File: config.mk
export PLATFORM = sky130hd
export DESIGN_NAME = dma_controller
export DESIGN_NICKNAME = d
export VERILOG_FILES = /design/src/rtl/dma_pkg.sv /design/src/rtl/dma_dev_port.sv /design/src/rtl/dma_fifo.sv /design/src/rtl/dma_sequencer.sv /design/src/rtl/dma_mem_port.sv /design/src/rtl/dma_controller.sv
export SDC_FILE = /design/constraint.sdc
export NUM_CORES = 1
export LEC_CHECK = 0
export BUFFER_PORTS_ARGS = -buffer_cell sky130_fd_sc_hd__buf_2
export CAP_MARGIN = 20
export CORE_MARGIN = 4
export CORE_UTILIZATION = 50
export CTS_BUF_LIST = sky130_fd_sc_hd__clkbuf_4 sky130_fd_sc_hd__clkbuf_8 sky130_fd_sc_hd__clkbuf_16
export DETAILED_ROUTE_END_ITERATION = 7
export HOLD_SLACK_MARGIN = 0.06
export PLACE_DENSITY_LB_ADDON = 0.15
export SLEW_MARGIN = 40
export SYNTH_ARGS = -nofsm -noshare
export SYNTH_HDL_FRONTEND = slang
export SYNTH_SLANG_ARGS = --single-unit
File: constraint.sdc
create_clock -name clk -period 5.1 [get_ports clk]
set_input_delay 0.255 -clock clk [delete_from_list [all_inputs] [get_ports clk]]
set_output_delay 0.255 -clock clk [all_outputs]
set_load 0.05 [all_outputs]
File: src/rtl/dma_pkg.sv
`default_nettype none

package dma_pkg;

	// ----------------------------
	// Widths
	// ----------------------------
	localparam int addr_w = 16; // Word addresses and word counts
	localparam int data_w = 16; // One data word

	// ----------------------------
	// Enums
	// ----------------------------
	typedef enum logic
	{
		dir_write = 1'b0, // Device to memory
		dir_read  = 1'b1  // Memory to device
	} dma_dir_e;

	typedef enum logic [1:0]
	{
		st_done      = 2'd0,
		st_bus_error = 2'd1, // Error response from memory
		st_empty     = 2'd2  // Zero word count, no bus access
	} dma_status_e;

	// ----------------------------
	// Structs
	// ----------------------------
	// Transfer request from the device, start address in bytes
	typedef struct packed
	{
		dma_dir_e          dir;
		logic [addr_w:0]   start_addr;
		logic [addr_w-1:0] num_words;
	} dma_request_t;

	typedef struct packed
	{
		logic [addr_w-1:0] addr;  // Word address
		logic              we;    // Whole word write
		logic [data_w-1:0] wdata;
	} mem_cmd_t;

	typedef struct packed
	{
		logic [data_w-1:0] rdata;
		logic              err;   // dma_resp seen with dma_ready
	} mem_rsp_t;

endpackage

`default_nettype wire

File: src/rtl/dma_dev_port.sv
`timescale 1ns/10ps
`default_nettype none

module dma_dev_port (
	input  logic                  clk,
	input  logic                  reset,
	input  logic                  rqst,
	input  dma_pkg::dma_request_t request,
	input  logic                  dev_ack,
	input  logic                  dev_want,
	input  logic                  busy,
	output logic                  cmd_ack,
	output logic                  start,
	output dma_pkg::dma_request_t req_q,
	output logic                  dma_ack,
	output logic                  dev_take
);
	import dma_pkg::*;

	logic accept; // New command taken this cycle

	// ----------------------------
	// Command handshake
	// ----------------------------
	// Only sampled while idle and with the previous handshake closed
	assign accept = rqst && !cmd_ack && !busy;

	always_ff @(posedge clk or posedge reset)
	begin
		if (reset)
		begin
			cmd_ack <= 1'b0;
			start   <= 1'b0;
		end
		else
		begin
			start <= accept; // One cycle, same edge as the latch
			if (accept)
				cmd_ack <= 1'b1;
			else if (!rqst)
				cmd_ack <= 1'b0; // Device released rqst
		end
	end

	// Request latch, byte address turned into word address
	always_ff @(posedge clk)
	begin
		if (accept)
		begin
			req_q.dir        <= request.dir;
			req_q.start_addr <= {1'b0, request.start_addr[addr_w:1]}; // Drop bit 0
			req_q.num_words  <= request.num_words;
		end
	end

	// ----------------------------
	// Word strobes
	// ----------------------------
	assign dma_ack  = dev_want && dev_ack; // Only while the device is ready
	assign dev_take = dma_ack;             // Same strobe toward the sequencer

endmodule

`default_nettype wire

File: src/rtl/dma_fifo.sv
`timescale 1ns/10ps
`default_nettype none

module dma_fifo #(
	parameter int fifo_depth_log2 = 3
) (
	input  logic                      clk,
	input  logic                      reset,
	input  logic                      clear,
	input  logic                      push,
	input  logic                      pop,
	input  logic [dma_pkg::data_w-1:0] wdata,
	output logic [dma_pkg::data_w-1:0] rdata,
	output logic                      full,
	output logic                      empty
);
	import dma_pkg::*;

	localparam int depth = 1 << fifo_depth_log2;

	logic [data_w-1:0]          mem [depth];
	logic [fifo_depth_log2-1:0] wr_ptr;
	logic [fifo_depth_log2-1:0] rd_ptr;
	logic [fifo_depth_log2:0]   count; // One extra bit for full
	logic                       do_push;
	logic                       do_pop;

	assign do_push = push && !full;  // Overflow ignored
	assign do_pop  = pop && !empty;  // Underflow ignored

	// Storage
	always_ff @(posedge clk)
	begin
		if (do_push)
			mem[wr_ptr] <= wdata;
	end

	// Pointers wrap on their own, depth is a power of two
	always_ff @(posedge clk or posedge reset)
	begin
		if (reset)
		begin
			wr_ptr <= '0;
			rd_ptr <= '0;
			count  <= '0;
		end
		else if (clear)
		begin
			wr_ptr <= '0; // New transfer starts empty
			rd_ptr <= '0;
			count  <= '0;
		end
		else
		begin
			if (do_push)
				wr_ptr <= wr_ptr + 1'b1;
			if (do_pop)
				rd_ptr <= rd_ptr + 1'b1;
			case ({do_push, do_pop})
				2'b10:   count <= count + 1'b1;
				2'b01:   count <= count - 1'b1;
				default: count <= count; // Both or neither
			endcase
		end
	end

	assign rdata = mem[rd_ptr];              // Head word, valid when not empty
	assign full  = count[fifo_depth_log2];   // Count reached depth
	assign empty = (count == '0);

endmodule

`default_nettype wire

File: src/rtl/dma_sequencer.sv
`timescale 1ns/10ps
`default_nettype none

module dma_sequencer #(
	parameter int fifo_depth_log2 = 3
) (
	input  logic                       clk,
	input  logic                       reset,
	input  logic                       start,
	input  dma_pkg::dma_request_t      req_q,
	input  logic                       dev_take,
	input  logic [dma_pkg::data_w-1:0] dev_in,
	input  logic                       full,
	input  logic                       empty,
	input  logic [dma_pkg::data_w-1:0] rdata,
	input  logic                       mem_ack,
	input  dma_pkg::mem_rsp_t          mem_rsp,
	output logic                       busy,
	output logic                       dev_want,
	output logic                       push,
	output logic                       pop,
	output logic                       clear,
	output logic [dma_pkg::data_w-1:0] fifo_wdata,
	output logic                       mem_req,
	output dma_pkg::mem_cmd_t          mem_cmd,
	output logic                       end_flag,
	output dma_pkg::dma_status_e       status
);
	import dma_pkg::*;

	typedef enum logic [2:0]
	{
		s_idle,
		s_check,  // Zero count test
		s_fill,   // Into the FIFO
		s_drain,  // Out of the FIFO
		s_finish  // End pulse
	} seq_state_e;

	seq_state_e               state;
	logic [addr_w-1:0]        fill_cnt;  // Words left to fill, whole transfer
	logic [fifo_depth_log2:0] drain_cnt; // Words left to drain, this round
	logic [addr_w-1:0]        addr_q;    // Next memory word address
	dma_status_e              status_q;

	logic is_read;
	logic fill_open;  // Fill side may move a word
	logic drain_open; // Drain side may move a word
	logic mem_want;
	logic mem_done;   // Bus port answered our request
	logic mem_ok;
	logic mem_err;
	logic fill_end;
	logic drain_end;

	// ----------------------------
	// Word movement
	// ----------------------------
	assign is_read    = (req_q.dir == dir_read);
	assign fill_open  = (state == s_fill) && !full && (fill_cnt != '0);
	assign drain_open = (state == s_drain) && !empty;

	// Memory side and device side swap roles with the direction
	assign dev_want = is_read ? drain_open : fill_open;
	assign mem_want = is_read ? fill_open : drain_open;

	// mem_ack stays high one cycle after mem_req drops, so qualify it
	assign mem_done = mem_req && mem_ack;
	assign mem_ok   = mem_done && !mem_rsp.err;
	assign mem_err  = mem_done && mem_rsp.err;

	assign push = (state == s_fill) && (is_read ? mem_ok : dev_take);
	assign pop  = (state == s_drain) && (is_read ? dev_take : mem_ok);

	assign fifo_wdata = is_read ? mem_rsp.rdata : dev_in;

	// Head word and address only change after the ack, so the command stays stable
	assign mem_cmd = '{addr: addr_q, we: !is_read, wdata: rdata};

	assign fill_end  = full || (fill_cnt == '0);
	assign drain_end = (drain_cnt == '0); // FIFO empty at the same time

	// ----------------------------
	// Status and control outputs
	// ----------------------------
	assign clear    = start && (state == s_idle);
	assign busy     = (state != s_idle);
	assign end_flag = (state == s_finish);
	assign status   = status_q;

	always_ff @(posedge clk or posedge reset)
	begin
		if (reset)
		begin
			state     <= s_idle;
			fill_cnt  <= '0;
			drain_cnt <= '0;
			addr_q    <= '0;
			status_q  <= st_done;
			mem_req   <= 1'b0;
		end
		else
		begin
			// Four-phase request toward the bus port
			if (mem_ack)
				mem_req <= 1'b0;
			else if (mem_want && !mem_req)
				mem_req <= 1'b1; // Previous ack already low

			// Counters, push and pop never in the same cycle
			if (push)
			begin
				fill_cnt  <= fill_cnt - 1'b1;
				drain_cnt <= drain_cnt + 1'b1;
			end
			if (pop)
				drain_cnt <= drain_cnt - 1'b1;
			if (mem_ok)
				addr_q <= addr_q + 1'b1; // Wraps at addr_w

			case (state)
				s_idle:
				begin
					if (start)
					begin
						fill_cnt  <= req_q.num_words;
						drain_cnt <= '0;
						addr_q    <= req_q.start_addr[addr_w-1:0];
						state     <= s_check;
					end
				end
				s_check:
				begin
					if (fill_cnt == '0)
					begin
						status_q <= st_empty; // Nothing to move
						state    <= s_finish;
					end
					else
					begin
						status_q <= st_done;
						state    <= s_fill;
					end
				end
				s_fill:
				begin
					if (mem_err)
					begin
						status_q <= st_bus_error;
						state    <= s_finish;
					end
					else if (fill_end)
						state <= s_drain; // Chunk complete
				end
				s_drain:
				begin
					if (mem_err)
					begin
						status_q <= st_bus_error;
						state    <= s_finish;
					end
					else if (drain_end)
						state <= (fill_cnt == '0) ? s_finish : s_fill; // Next round
				end
				s_finish:
					state <= s_idle;
				default:
					state <= s_idle;
			endcase
		end
	end

endmodule

`default_nettype wire

File: src/rtl/dma_mem_port.sv
`timescale 1ns/10ps
`default_nettype none

module dma_mem_port (
	input  logic                       clk,
	input  logic                       reset,
	input  logic                       mem_req,
	input  dma_pkg::mem_cmd_t          mem_cmd,
	input  logic [dma_pkg::data_w-1:0] dma_in,
	input  logic                       dma_ready,
	input  logic                       dma_resp,
	output logic                       mem_ack,
	output dma_pkg::mem_rsp_t          mem_rsp,
	output logic                       dma_en,
	output logic                       dma_we,
	output logic [dma_pkg::addr_w-1:0] dma_addr,
	output logic [dma_pkg::data_w-1:0] dma_out
);
	import dma_pkg::*;

	typedef enum logic [1:0]
	{
		b_idle,
		b_access, // Bus driven, waiting for dma_ready
		b_ack     // Response held until mem_req drops
	} bus_state_e;

	bus_state_e state;
	mem_cmd_t   cmd_q;
	mem_rsp_t   rsp_q;

	// ----------------------------
	// Handshake FSM
	// ----------------------------
	always_ff @(posedge clk or posedge reset)
	begin
		if (reset)
			state <= b_idle;
		else
		begin
			case (state)
				b_idle:
				begin
					if (mem_req)
						state <= b_access; // dma_en next cycle
				end
				b_access:
				begin
					if (dma_ready)
						state <= b_ack;
				end
				b_ack:
				begin
					if (!mem_req)
						state <= b_idle; // Sequencer saw the ack
				end
				default:
					state <= b_idle;
			endcase
		end
	end

	// Command and response registers
	always_ff @(posedge clk)
	begin
		if (state == b_idle && mem_req)
			cmd_q <= mem_cmd;
		if (state == b_access && dma_ready)
			rsp_q <= '{rdata: dma_in, err: dma_resp};
	end

	// ----------------------------
	// Bus outputs
	// ----------------------------
	assign dma_en   = (state == b_access); // Held until dma_ready
	assign dma_we   = dma_en && cmd_q.we;
	assign dma_addr = cmd_q.addr;
	assign dma_out  = cmd_q.wdata;

	assign mem_ack = (state == b_ack);
	assign mem_rsp = rsp_q;

endmodule

`default_nettype wire

File: src/rtl/dma_controller.sv
`timescale 1ns/10ps
`default_nettype none

module dma_controller #(
	parameter int fifo_depth_log2 = 3 // 8 words per chunk
) (
	input  logic                       clk,
	input  logic                       reset,
	// Device side
	input  logic                       rqst,
	input  dma_pkg::dma_request_t      request,
	output logic                       cmd_ack,
	input  logic                       dev_ack,
	input  logic [dma_pkg::data_w-1:0] dev_in,
	output logic [dma_pkg::data_w-1:0] dev_out,
	output logic                       dma_ack,
	output logic                       end_flag,
	output dma_pkg::dma_status_e       status,
	// Memory bus side
	input  logic [dma_pkg::data_w-1:0] dma_in,
	input  logic                       dma_ready,
	input  logic                       dma_resp,
	output logic [dma_pkg::addr_w-1:0] dma_addr,
	output logic [dma_pkg::data_w-1:0] dma_out,
	output logic                       dma_en,
	output logic                       dma_we
);
	import dma_pkg::*;

	dma_request_t      req_q;
	logic              start;
	logic              busy;
	logic              dev_want;
	logic              dev_take;
	logic              push;
	logic              pop;
	logic              clear;
	logic              full;
	logic              empty;
	logic [data_w-1:0] fifo_wdata;
	logic [data_w-1:0] fifo_rdata;
	logic              mem_req;
	logic              mem_ack;
	mem_cmd_t          mem_cmd;
	mem_rsp_t          mem_rsp;

	assign dev_out = fifo_rdata; // FIFO head straight to the device

	dma_dev_port dma_dev_port_inst (
		.clk(clk), .reset(reset), .rqst(rqst), .request(request),
		.dev_ack(dev_ack), .dev_want(dev_want), .busy(busy),
		.cmd_ack(cmd_ack), .start(start), .req_q(req_q),
		.dma_ack(dma_ack), .dev_take(dev_take)
	);

	dma_sequencer #(.fifo_depth_log2(fifo_depth_log2)) dma_sequencer_inst (
		.clk(clk), .reset(reset), .start(start), .req_q(req_q),
		.dev_take(dev_take), .dev_in(dev_in), .full(full), .empty(empty),
		.rdata(fifo_rdata), .mem_ack(mem_ack), .mem_rsp(mem_rsp),
		.busy(busy), .dev_want(dev_want), .push(push), .pop(pop), .clear(clear),
		.fifo_wdata(fifo_wdata), .mem_req(mem_req), .mem_cmd(mem_cmd),
		.end_flag(end_flag), .status(status)
	);

	dma_fifo #(.fifo_depth_log2(fifo_depth_log2)) dma_fifo_inst (
		.clk(clk), .reset(reset), .clear(clear), .push(push), .pop(pop),
		.wdata(fifo_wdata), .rdata(fifo_rdata), .full(full), .empty(empty)
	);

	dma_mem_port dma_mem_port_inst (
		.clk(clk), .reset(reset), .mem_req(mem_req), .mem_cmd(mem_cmd),
		.dma_in(dma_in), .dma_ready(dma_ready), .dma_resp(dma_resp),
		.mem_ack(mem_ack), .mem_rsp(mem_rsp), .dma_en(dma_en), .dma_we(dma_we),
		.dma_addr(dma_addr), .dma_out(dma_out)
	);

endmodule

`default_nettype wire

==> results.sh, run 1 <==
export IMPL_critical_path_class="flip-flop to flip-flop"
export IMPL_synth_cells_most_frequent="edfxtp_1, dfrtp_1, buf_4, nand2_1"
export IMPL_core_mm2=0.0220
export IMPL_fin_crit_ps=3750
export IMPL_crit_path_max_fanout=18
export IMPL_yosys_warnings=0
export IMPL_die_width_um=158
export IMPL_clk_pin_slew_ps=60
export IMPL_yosys_area_top_type="edfxtp_1"
export IMPL_global_route_wire_length_before_repair_um=36400
export IMPL_whs_path_depth=2
export IMPL_ys_async_sr_fraction_pct=21.0
export IMPL_half_perimeter_wire_length_after_placement_um=14100
export IMPL_final_hold_viol_count=0
export IMPL_root_buffer="clkbuf_16"
export IMPL_finalNetCount=947
export IMPL_syn2layout_area_growth_pct=20.0
export IMPL_syn_avg_cell_area_um2=15.5
export IMPL_hold_path_class="primary input to flip-flop"
export IMPL_ff2ff_setup_slack_ps=1350
export IMPL_netlist_cell_type_count=61
export IMPL_cts_tree="built"
export IMPL_worst_endpoint_arrival_ps=4200
export IMPL_clock_insertion_delay_worst_skew_ps=540
export IMPL_cell_with_the_most_instances_on_the_worst_path="ha_1"
export IMPL_finalMaxSlewViolations=0
export IMPL_ys_ff_latch=267
export IMPL_grt_pass1_vias=6911
export IMPL_cts_num_sinks=267
export IMPL_cts_resized_gates=0
export IMPL_timing_critical_path_slowest_stage_cell="o211ai_4"
export IMPL_track_usage_pct=18.6
export IMPL_postLayoutCoreUtil_pct=61.4
export IMPL_globalRouteOverflowTotal=0
export IMPL_crit_end_element="flip-flop"
export IMPL_critical_path_required_ps=5550
export IMPL_rsz_0062_raised_after_global_routing="false"
export IMPL_die_area_mm2=0.0249
export IMPL_pin_count=127
export IMPL_synth_most_common_cell="edfxtp_1"
export IMPL_synth_yosys_seq_area_share_pct=68.9
export IMPL_vias_per_cell=5.53
export IMPL_finalWirelength_um=22900
export IMPL_maxCapViolCount=0
export IMPL_clockBufferDepth=3
export IMPL_drtAntennaViolNets=0
export IMPL_gp_congestion=0.807
export IMPL_die_height_um=158
export IMPL_yosys_most_used_dff="edfxtp_1"
export IMPL_post_cts_setup_buffer_count=0
export IMPL_grt_antenna_before_repair=0
export IMPL_power_per_cell_area_mw_per_mm2=578
export IMPL_routed_via_count=6467
export IMPL_routed_wl_per_cell_um=19.6
export IMPL_critical_path_max_stage_delay_ps=580
export IMPL_synthesis_instances=724
export IMPL_slew_limit_headroom_pct=56.3
export IMPL_total_negative_slack_ps=0
export IMPL_power_static_leakage_uw=0.00487
export IMPL_synth_enable_flop_cells=211
export IMPL_result_of_the_run="completed"
export IMPL_portBuffers=125
export IMPL_worstSetupStartpointType="flip-flop"
export IMPL_fin_crit_sh_pct=73.5
export IMPL_drt_first_iter_violations=438
export IMPL_peak_supply_drop_mv=0.334
export IMPL_fmax_mhz=267
export IMPL_report_final_setup_viol=0
export IMPL_final_fill_count=1648
export IMPL_number_of_nets_in_the_synthesized_netlist=805
export IMPL_netlist_area_mm2=0.0112
export IMPL_worst_r2r_cell_count=14
export IMPL_timing_critical_path_cells="inv_1 -> ha_1 -> nor3b_1 -> nand3_1 -> o211ai_4 -> nor2_1 -> inv_1 -> ha_1 -> xor2_1 -> ha_1 -> a21oi_1 -> xor2_1 -> or3_1 -> a21oi_1"
export IMPL_ctsHtreeMaxLevel=1
export IMPL_detailedRoute_firstPassIterationCount=5
export IMPL_synth_area_leaders="edfxtp_1, dfrtp_1, mux4_2"
export IMPL_rows=54
export IMPL_yosys_area_top_type_share_pct=56.4
export IMPL_final_setup_skew_ps=21.8
export IMPL_share_of_post_route_cells_with_drive_strength_above_1_pct=31.8
export IMPL_tightest_slew_ps=654
export IMPL_start_util_pct=51.1
export IMPL_number_of_remaining_drc_errors=0
export IMPL_cts_inserted_buffers=28
export IMPL_maximum_number_of_pins_on_one_net_before_global_route_repair=57
## cells in the final DEF, fill, tap and decap left out, types with 14 or more instances in the layout
| cell | count |
|---|---|
| buf_2 | 125 |
| clkbuf_16 | 29 |
| nor2_1 | 28 |
| a21oi_1 | 14 |
| nand2_1 | 43 |
| xnor2_1 | 18 |
| dlygate4sd3_1 | 53 |
| edfxtp_1 | 211 |
| mux4_2 | 32 |
| inv_1 | 19 |
| mux2_2 | 32 |
| dfrtp_1 | 54 |
| nand3_1 | 15 |
| o21ai_0 | 31 |
## power by group
group	internal, uW	switching [uW]	leakage (uW)
clock network	1400	824	0.000514
logic	845	1640	0.00177
registers	2800	288	0.00258
## logic make-up after synthesis
logic type	count (synthesis)	share of synthesized area [%]
compound gates	90	5.30
xor+xnor	26	2.03
fa+ha+maj	9	1.00
buf+inv	99	5.09
flops	267	68.9
mux	69	10.1
simple gates	164	7.60
## registers in the layout, indices dropped and copies added, names as in the netlist, 16 cells and up
register                     flops
dma_mem_port_inst.dma_out       16
dma_mem_port_inst.mem_rsp       17
dma_sequencer_inst.addr_q       16
dma_dev_port_inst.req_q         33
dma_sequencer_inst.fill_cnt     16
dma_mem_port_inst.dma_addr      16
dma_fifo_inst.mem              128
## stage by stage
step                      hold slack (ps)  worst slack [ps]  instances  cell area [um^2]  power, uW
after global placement                431              1590       1061             11800       5450
after global routing                  149              1060       1168             13500       8170
after CTS                             136              1390       1168             13500       7870
after floorplan                       344              1390        724             11200       5220
final                                 147              1350       1169             13500       7800
after detailed placement              433              1410       1063             11900       5600
## layout make-up
class	count	area (um^2)	share of cell area [%]
well taps	280	350	2.60
flip-flops and latches	267	7740	57.4
repair buffers	191	1300	9.63
clock inverters	17	243	1.80
multi-input cells	358	2980	22.1
clock buffers	35	790	5.86
inverters	20	75.1	0.557
diodes	1	2.50	0.0186
## repair_timing
action	in CTS	in global routing
hold buffers	53	0
setup endpoints to repair	0	0
hold endpoints to repair	108	0
## worst paths after layout
kind	endpoint	start
hold reg to reg	dma_sequencer_inst.addr_q[12]$_DFF_PP0_	dma_dev_port_inst.req_q[28]$_DFFE_PP_
setup / recovery	dma_fifo_inst.count[2]$_DFFE_PP0P_	dma_sequencer_inst.fill_cnt[1]$_DFF_PP0_
max in group asynchronous	dma_fifo_inst.rd_ptr[2]$_DFFE_PP0P_	reset
hold / removal	dma_fifo_inst.mem[1][14]$_DFFE_PP_	dev_in[14]
setup reg to reg	dma_fifo_inst.count[2]$_DFFE_PP0P_	dma_sequencer_inst.fill_cnt[1]$_DFF_PP0_
min in group asynchronous	dma_sequencer_inst.addr_q[13]$_DFF_PP0_	reset
## worst max-delay path: cells and delay by family, from the launching register on
kind / cells / cell delay (ps)
simple gates: 4 / 1240
compound gates: 3 / 770
fa+ha+maj: 3 / 650
flops: 1 / 400
xor+xnor: 2 / 340
buf+inv: 2 / 290
## metal layers
layer	GRT usage (%)	part of all wire, %
met2	32.5	51
met1	24.6	42
met3	3.31	5.2
met5	0	0
met4	4.14	1.4
Power figures use the tool's default switching activity.
==> run 2: changes to the inputs <==
==> constraint.sdc (replaced) <==
create_clock -name clk -period 3.49 [get_ports clk]
set_input_delay 0.1745 -clock clk [delete_from_list [all_inputs] [get_ports clk]]
set_output_delay 0.1745 -clock clk [all_outputs]
set_load 0.05 [all_outputs]
==> run 2 against run 1 <==
  * Core utilization rose by 0.39 points
  * Combinational power up 43%
  * Clock skew fell by 3.8 ps
  * First-iteration DRC count shrank 23%
  * Maximum frequency increased by 15%
  * Global-route usage rose by 0.46 points
  * Sequential power up 47%
  * Via count up 1.2%
  * Largest power group unchanged
  * Worst setup slack got worse by 1100 ps
  * Largest cell class unchanged
  * Power rose by 43%
  * Sequential cell count unchanged
  * Register-to-register slack got worse by 1100 ps
==> results.sh, run 2 (synthesis gave the netlist of run 1 again) <==
export IMPL_result_of_the_run="completed"
export IMPL_root_buffer="clkbuf_16"
export IMPL_core_mm2=0.0220
export IMPL_timing_critical_path_max_delay_family="simple AND/OR/NAND/NOR gates"
export IMPL_clock_insertion_delay_worst_skew_ps=540
export IMPL_portBuffers=125
export IMPL_final_setup_skew_ps=17.9
export IMPL_clockBufferDepth=3
export IMPL_cts_num_sinks=267
export IMPL_n_antenna_cell=0
export IMPL_grt_pass1_vias=6794
export IMPL_crit_end_element="flip-flop"
export IMPL_peak_supply_drop_mv=0.614
export IMPL_globalRouteOverflowTotal=0
export IMPL_rows=54
export IMPL_layout_cells_most_common_list="edfxtp_1, buf_2, dlygate4sd3_1, dfrtp_1, nand2_1"
export IMPL_share_of_post_route_cells_with_drive_strength_above_1_pct=32.1
export IMPL_largest_register_ffs=128
export IMPL_worst_flop_to_flop_path_startpoint="dma_sequencer_inst.fill_cnt[11]$_DFF_PP0_"
export IMPL_whs_path_depth=2
export IMPL_clk_pin_slew_ps=60
export IMPL_global_route_wire_length_before_repair_um=36800
export IMPL_largest_register="dma_fifo_inst.mem"
export IMPL_ff2ff_setup_slack_ps=220
export IMPL_final_hold_viol_count=0
export IMPL_worst_path_buf_inv=1
export IMPL_hold_end="dma_fifo_inst.mem[6][0]$_DFFE_PP_"
export IMPL_timing_critical_path_cells="or4_4 -> a2111o_1 -> o211ai_4 -> nor2_1 -> inv_1 -> ha_1 -> xor2_1 -> ha_1 -> a21oi_1 -> xor2_1 -> or3_1 -> a21oi_1"
export IMPL_maxCapViolCount=0
export IMPL_die_height_um=158
export IMPL_critical_path_class="flip-flop to flip-flop"
export IMPL_finalWirelength_um=23200
export IMPL_finalMaxSlewViolations=0
export IMPL_mostFrequentLayoutCell="edfxtp_1"
export IMPL_power_per_cell_area_mw_per_mm2=820
export IMPL_routed_wl_per_cell_um=19.5
export IMPL_post_cts_hold_buffer_count=66
export IMPL_detailedRoute_firstPassIterationCount=5
export IMPL_worstHoldStart="dev_in[0]"
export IMPL_fin_crit_sh_pct=93.6
export IMPL_timing_critical_path_slowest_stage_cell="or4_4"
export IMPL_hold_path_class="primary input to flip-flop"
export IMPL_drtAntennaViolNets=0
export IMPL_worst_r2r_cell_count=12
export IMPL_cts_inserted_buffers=28
export IMPL_fin_crit_ps=3270
export IMPL_vias_per_cell=5.50
export IMPL_grt_antenna_before_repair=0
export IMPL_finalNetCount=969
export IMPL_gp_congestion=0.838
export IMPL_power_static_leakage_uw=0.00492
export IMPL_drt_first_iter_violations=337
export IMPL_number_of_remaining_drc_errors=0
export IMPL_cts_resized_gates=0
export IMPL_fmax_mhz=306
export IMPL_syn2layout_area_growth_pct=20.8
export IMPL_pin_count=127
export IMPL_total_negative_slack_ps=0
export IMPL_die_width_um=158
export IMPL_cts_tree="built"
export IMPL_critical_path_max_stage_delay_ps=580
export IMPL_power_uw=11100
export IMPL_die_area_mm2=0.0249
export IMPL_half_perimeter_wire_length_after_placement_um=14200
export IMPL_tightest_slew_ps=734
export IMPL_rsz_0062_raised_after_global_routing="false"
export IMPL_report_final_setup_viol=0
export IMPL_ctsHtreeMaxLevel=1
export IMPL_slew_limit_headroom_pct=51.1
export IMPL_worstSetupStartpointType="flip-flop"
export IMPL_worst_endpoint_arrival_ps=3720
export IMPL_maximum_number_of_pins_on_one_net_before_global_route_repair=55
export IMPL_track_usage_pct=19.1
export IMPL_start_util_pct=51.1
export IMPL_routed_via_count=6546
export IMPL_worst_r2r_endpoint="dma_fifo_inst.count[2]$_DFFE_PP0P_"
export IMPL_critical_path_required_ps=3940
export IMPL_crit_path_max_fanout=5
export IMPL_post_cts_setup_buffer_count=0
[run 2: where the power goes]
part / leakage, uW / switching, uW / internal, uW / total [uW]
clock: 0.000487 / 1180 / 1840 / 3020
combinational: 0.00185 / 2350 / 1210 / 3560
sequential: 0.00258 / 463 / 4090 / 4550
total: 0.00492 / 3990 / 7130 / 11100
[run 2: layer usage]
metal | vias to the layer above | GRT usage [%] | part of all wire [%]
met4 | 0 | 4.92 | 1.6
li1 | 3042 | - | -
met5 | - | 0 | 0
met1 | 3300 | 25.4 | 42
met3 | 28 | 3.23 | 4.8
met2 | 176 | 32.9 | 51
[run 2: cell type report]
cell class | instances | area, um^2
Sequential cell | 267 | 7740
Tap cell | 280 | 350
Clock buffer | 43 | 857
Multi-Input combinational cell | 358 | 2980
Inverter | 20 | 75.1
Timing Repair Buffer | 213 | 1450
Clock inverter | 9 | 109
Fill cell | 1639 | 8400
[run 2: how the worst max path moves through the flow]
stage | from | to | slack (ps) | cells after the start
2_1_floorplan | dma_dev_port_inst.req_q[33]$_DFFE_PP_ | dma_fifo_inst.mem[0][0]$_DFFE_PP_ | 140 | 8
3_3_place_gp | dma_sequencer_inst.fill_cnt[11]$_DFF_PP0_ | dma_fifo_inst.count[2]$_DFFE_PP0P_ | 350 | 12
3_5_place_dp | dma_sequencer_inst.fill_cnt[11]$_DFF_PP0_ | dma_fifo_inst.count[2]$_DFFE_PP0P_ | 230 | 12
4_1_cts | dma_sequencer_inst.fill_cnt[11]$_DFF_PP0_ | dma_fifo_inst.count[2]$_DFFE_PP0P_ | 230 | 12
5_1_grt | dma_sequencer_inst.fill_cnt[11]$_DFF_PP0_ | dma_fifo_inst.count[2]$_DFFE_PP0P_ | 40 | 12
6_report | dma_sequencer_inst.fill_cnt[11]$_DFF_PP0_ | dma_fifo_inst.count[2]$_DFFE_PP0P_ | 220 | 12
[run 2: stage by stage]
step                      cells  setup slack [ps]  area, um^2  hold slack [ps]  utilization [%]
after CTS                  1190               228       13600             65.4             61.8
after global routing       1190              35.7       13600             71.5             61.8
after detailed placement   1072               229       11900              285             54.4
after floorplan             724               140       11200              264                -
after global placement     1072               349       11900              253             54.3
final                      1190               223       13600             73.4             61.8
[run 2: worst register-to-register path, stage by stage (launching register included)]
cell and delay [ps]:
dfrtp_1 430, or4_4 580, a2111o_1 450, o211ai_4 180, nor2_1 70, inv_1 160, ha_1 300, xor2_1 190
ha_1 170, a21oi_1 50, xor2_1 160, or3_1 310, a21oi_1 140
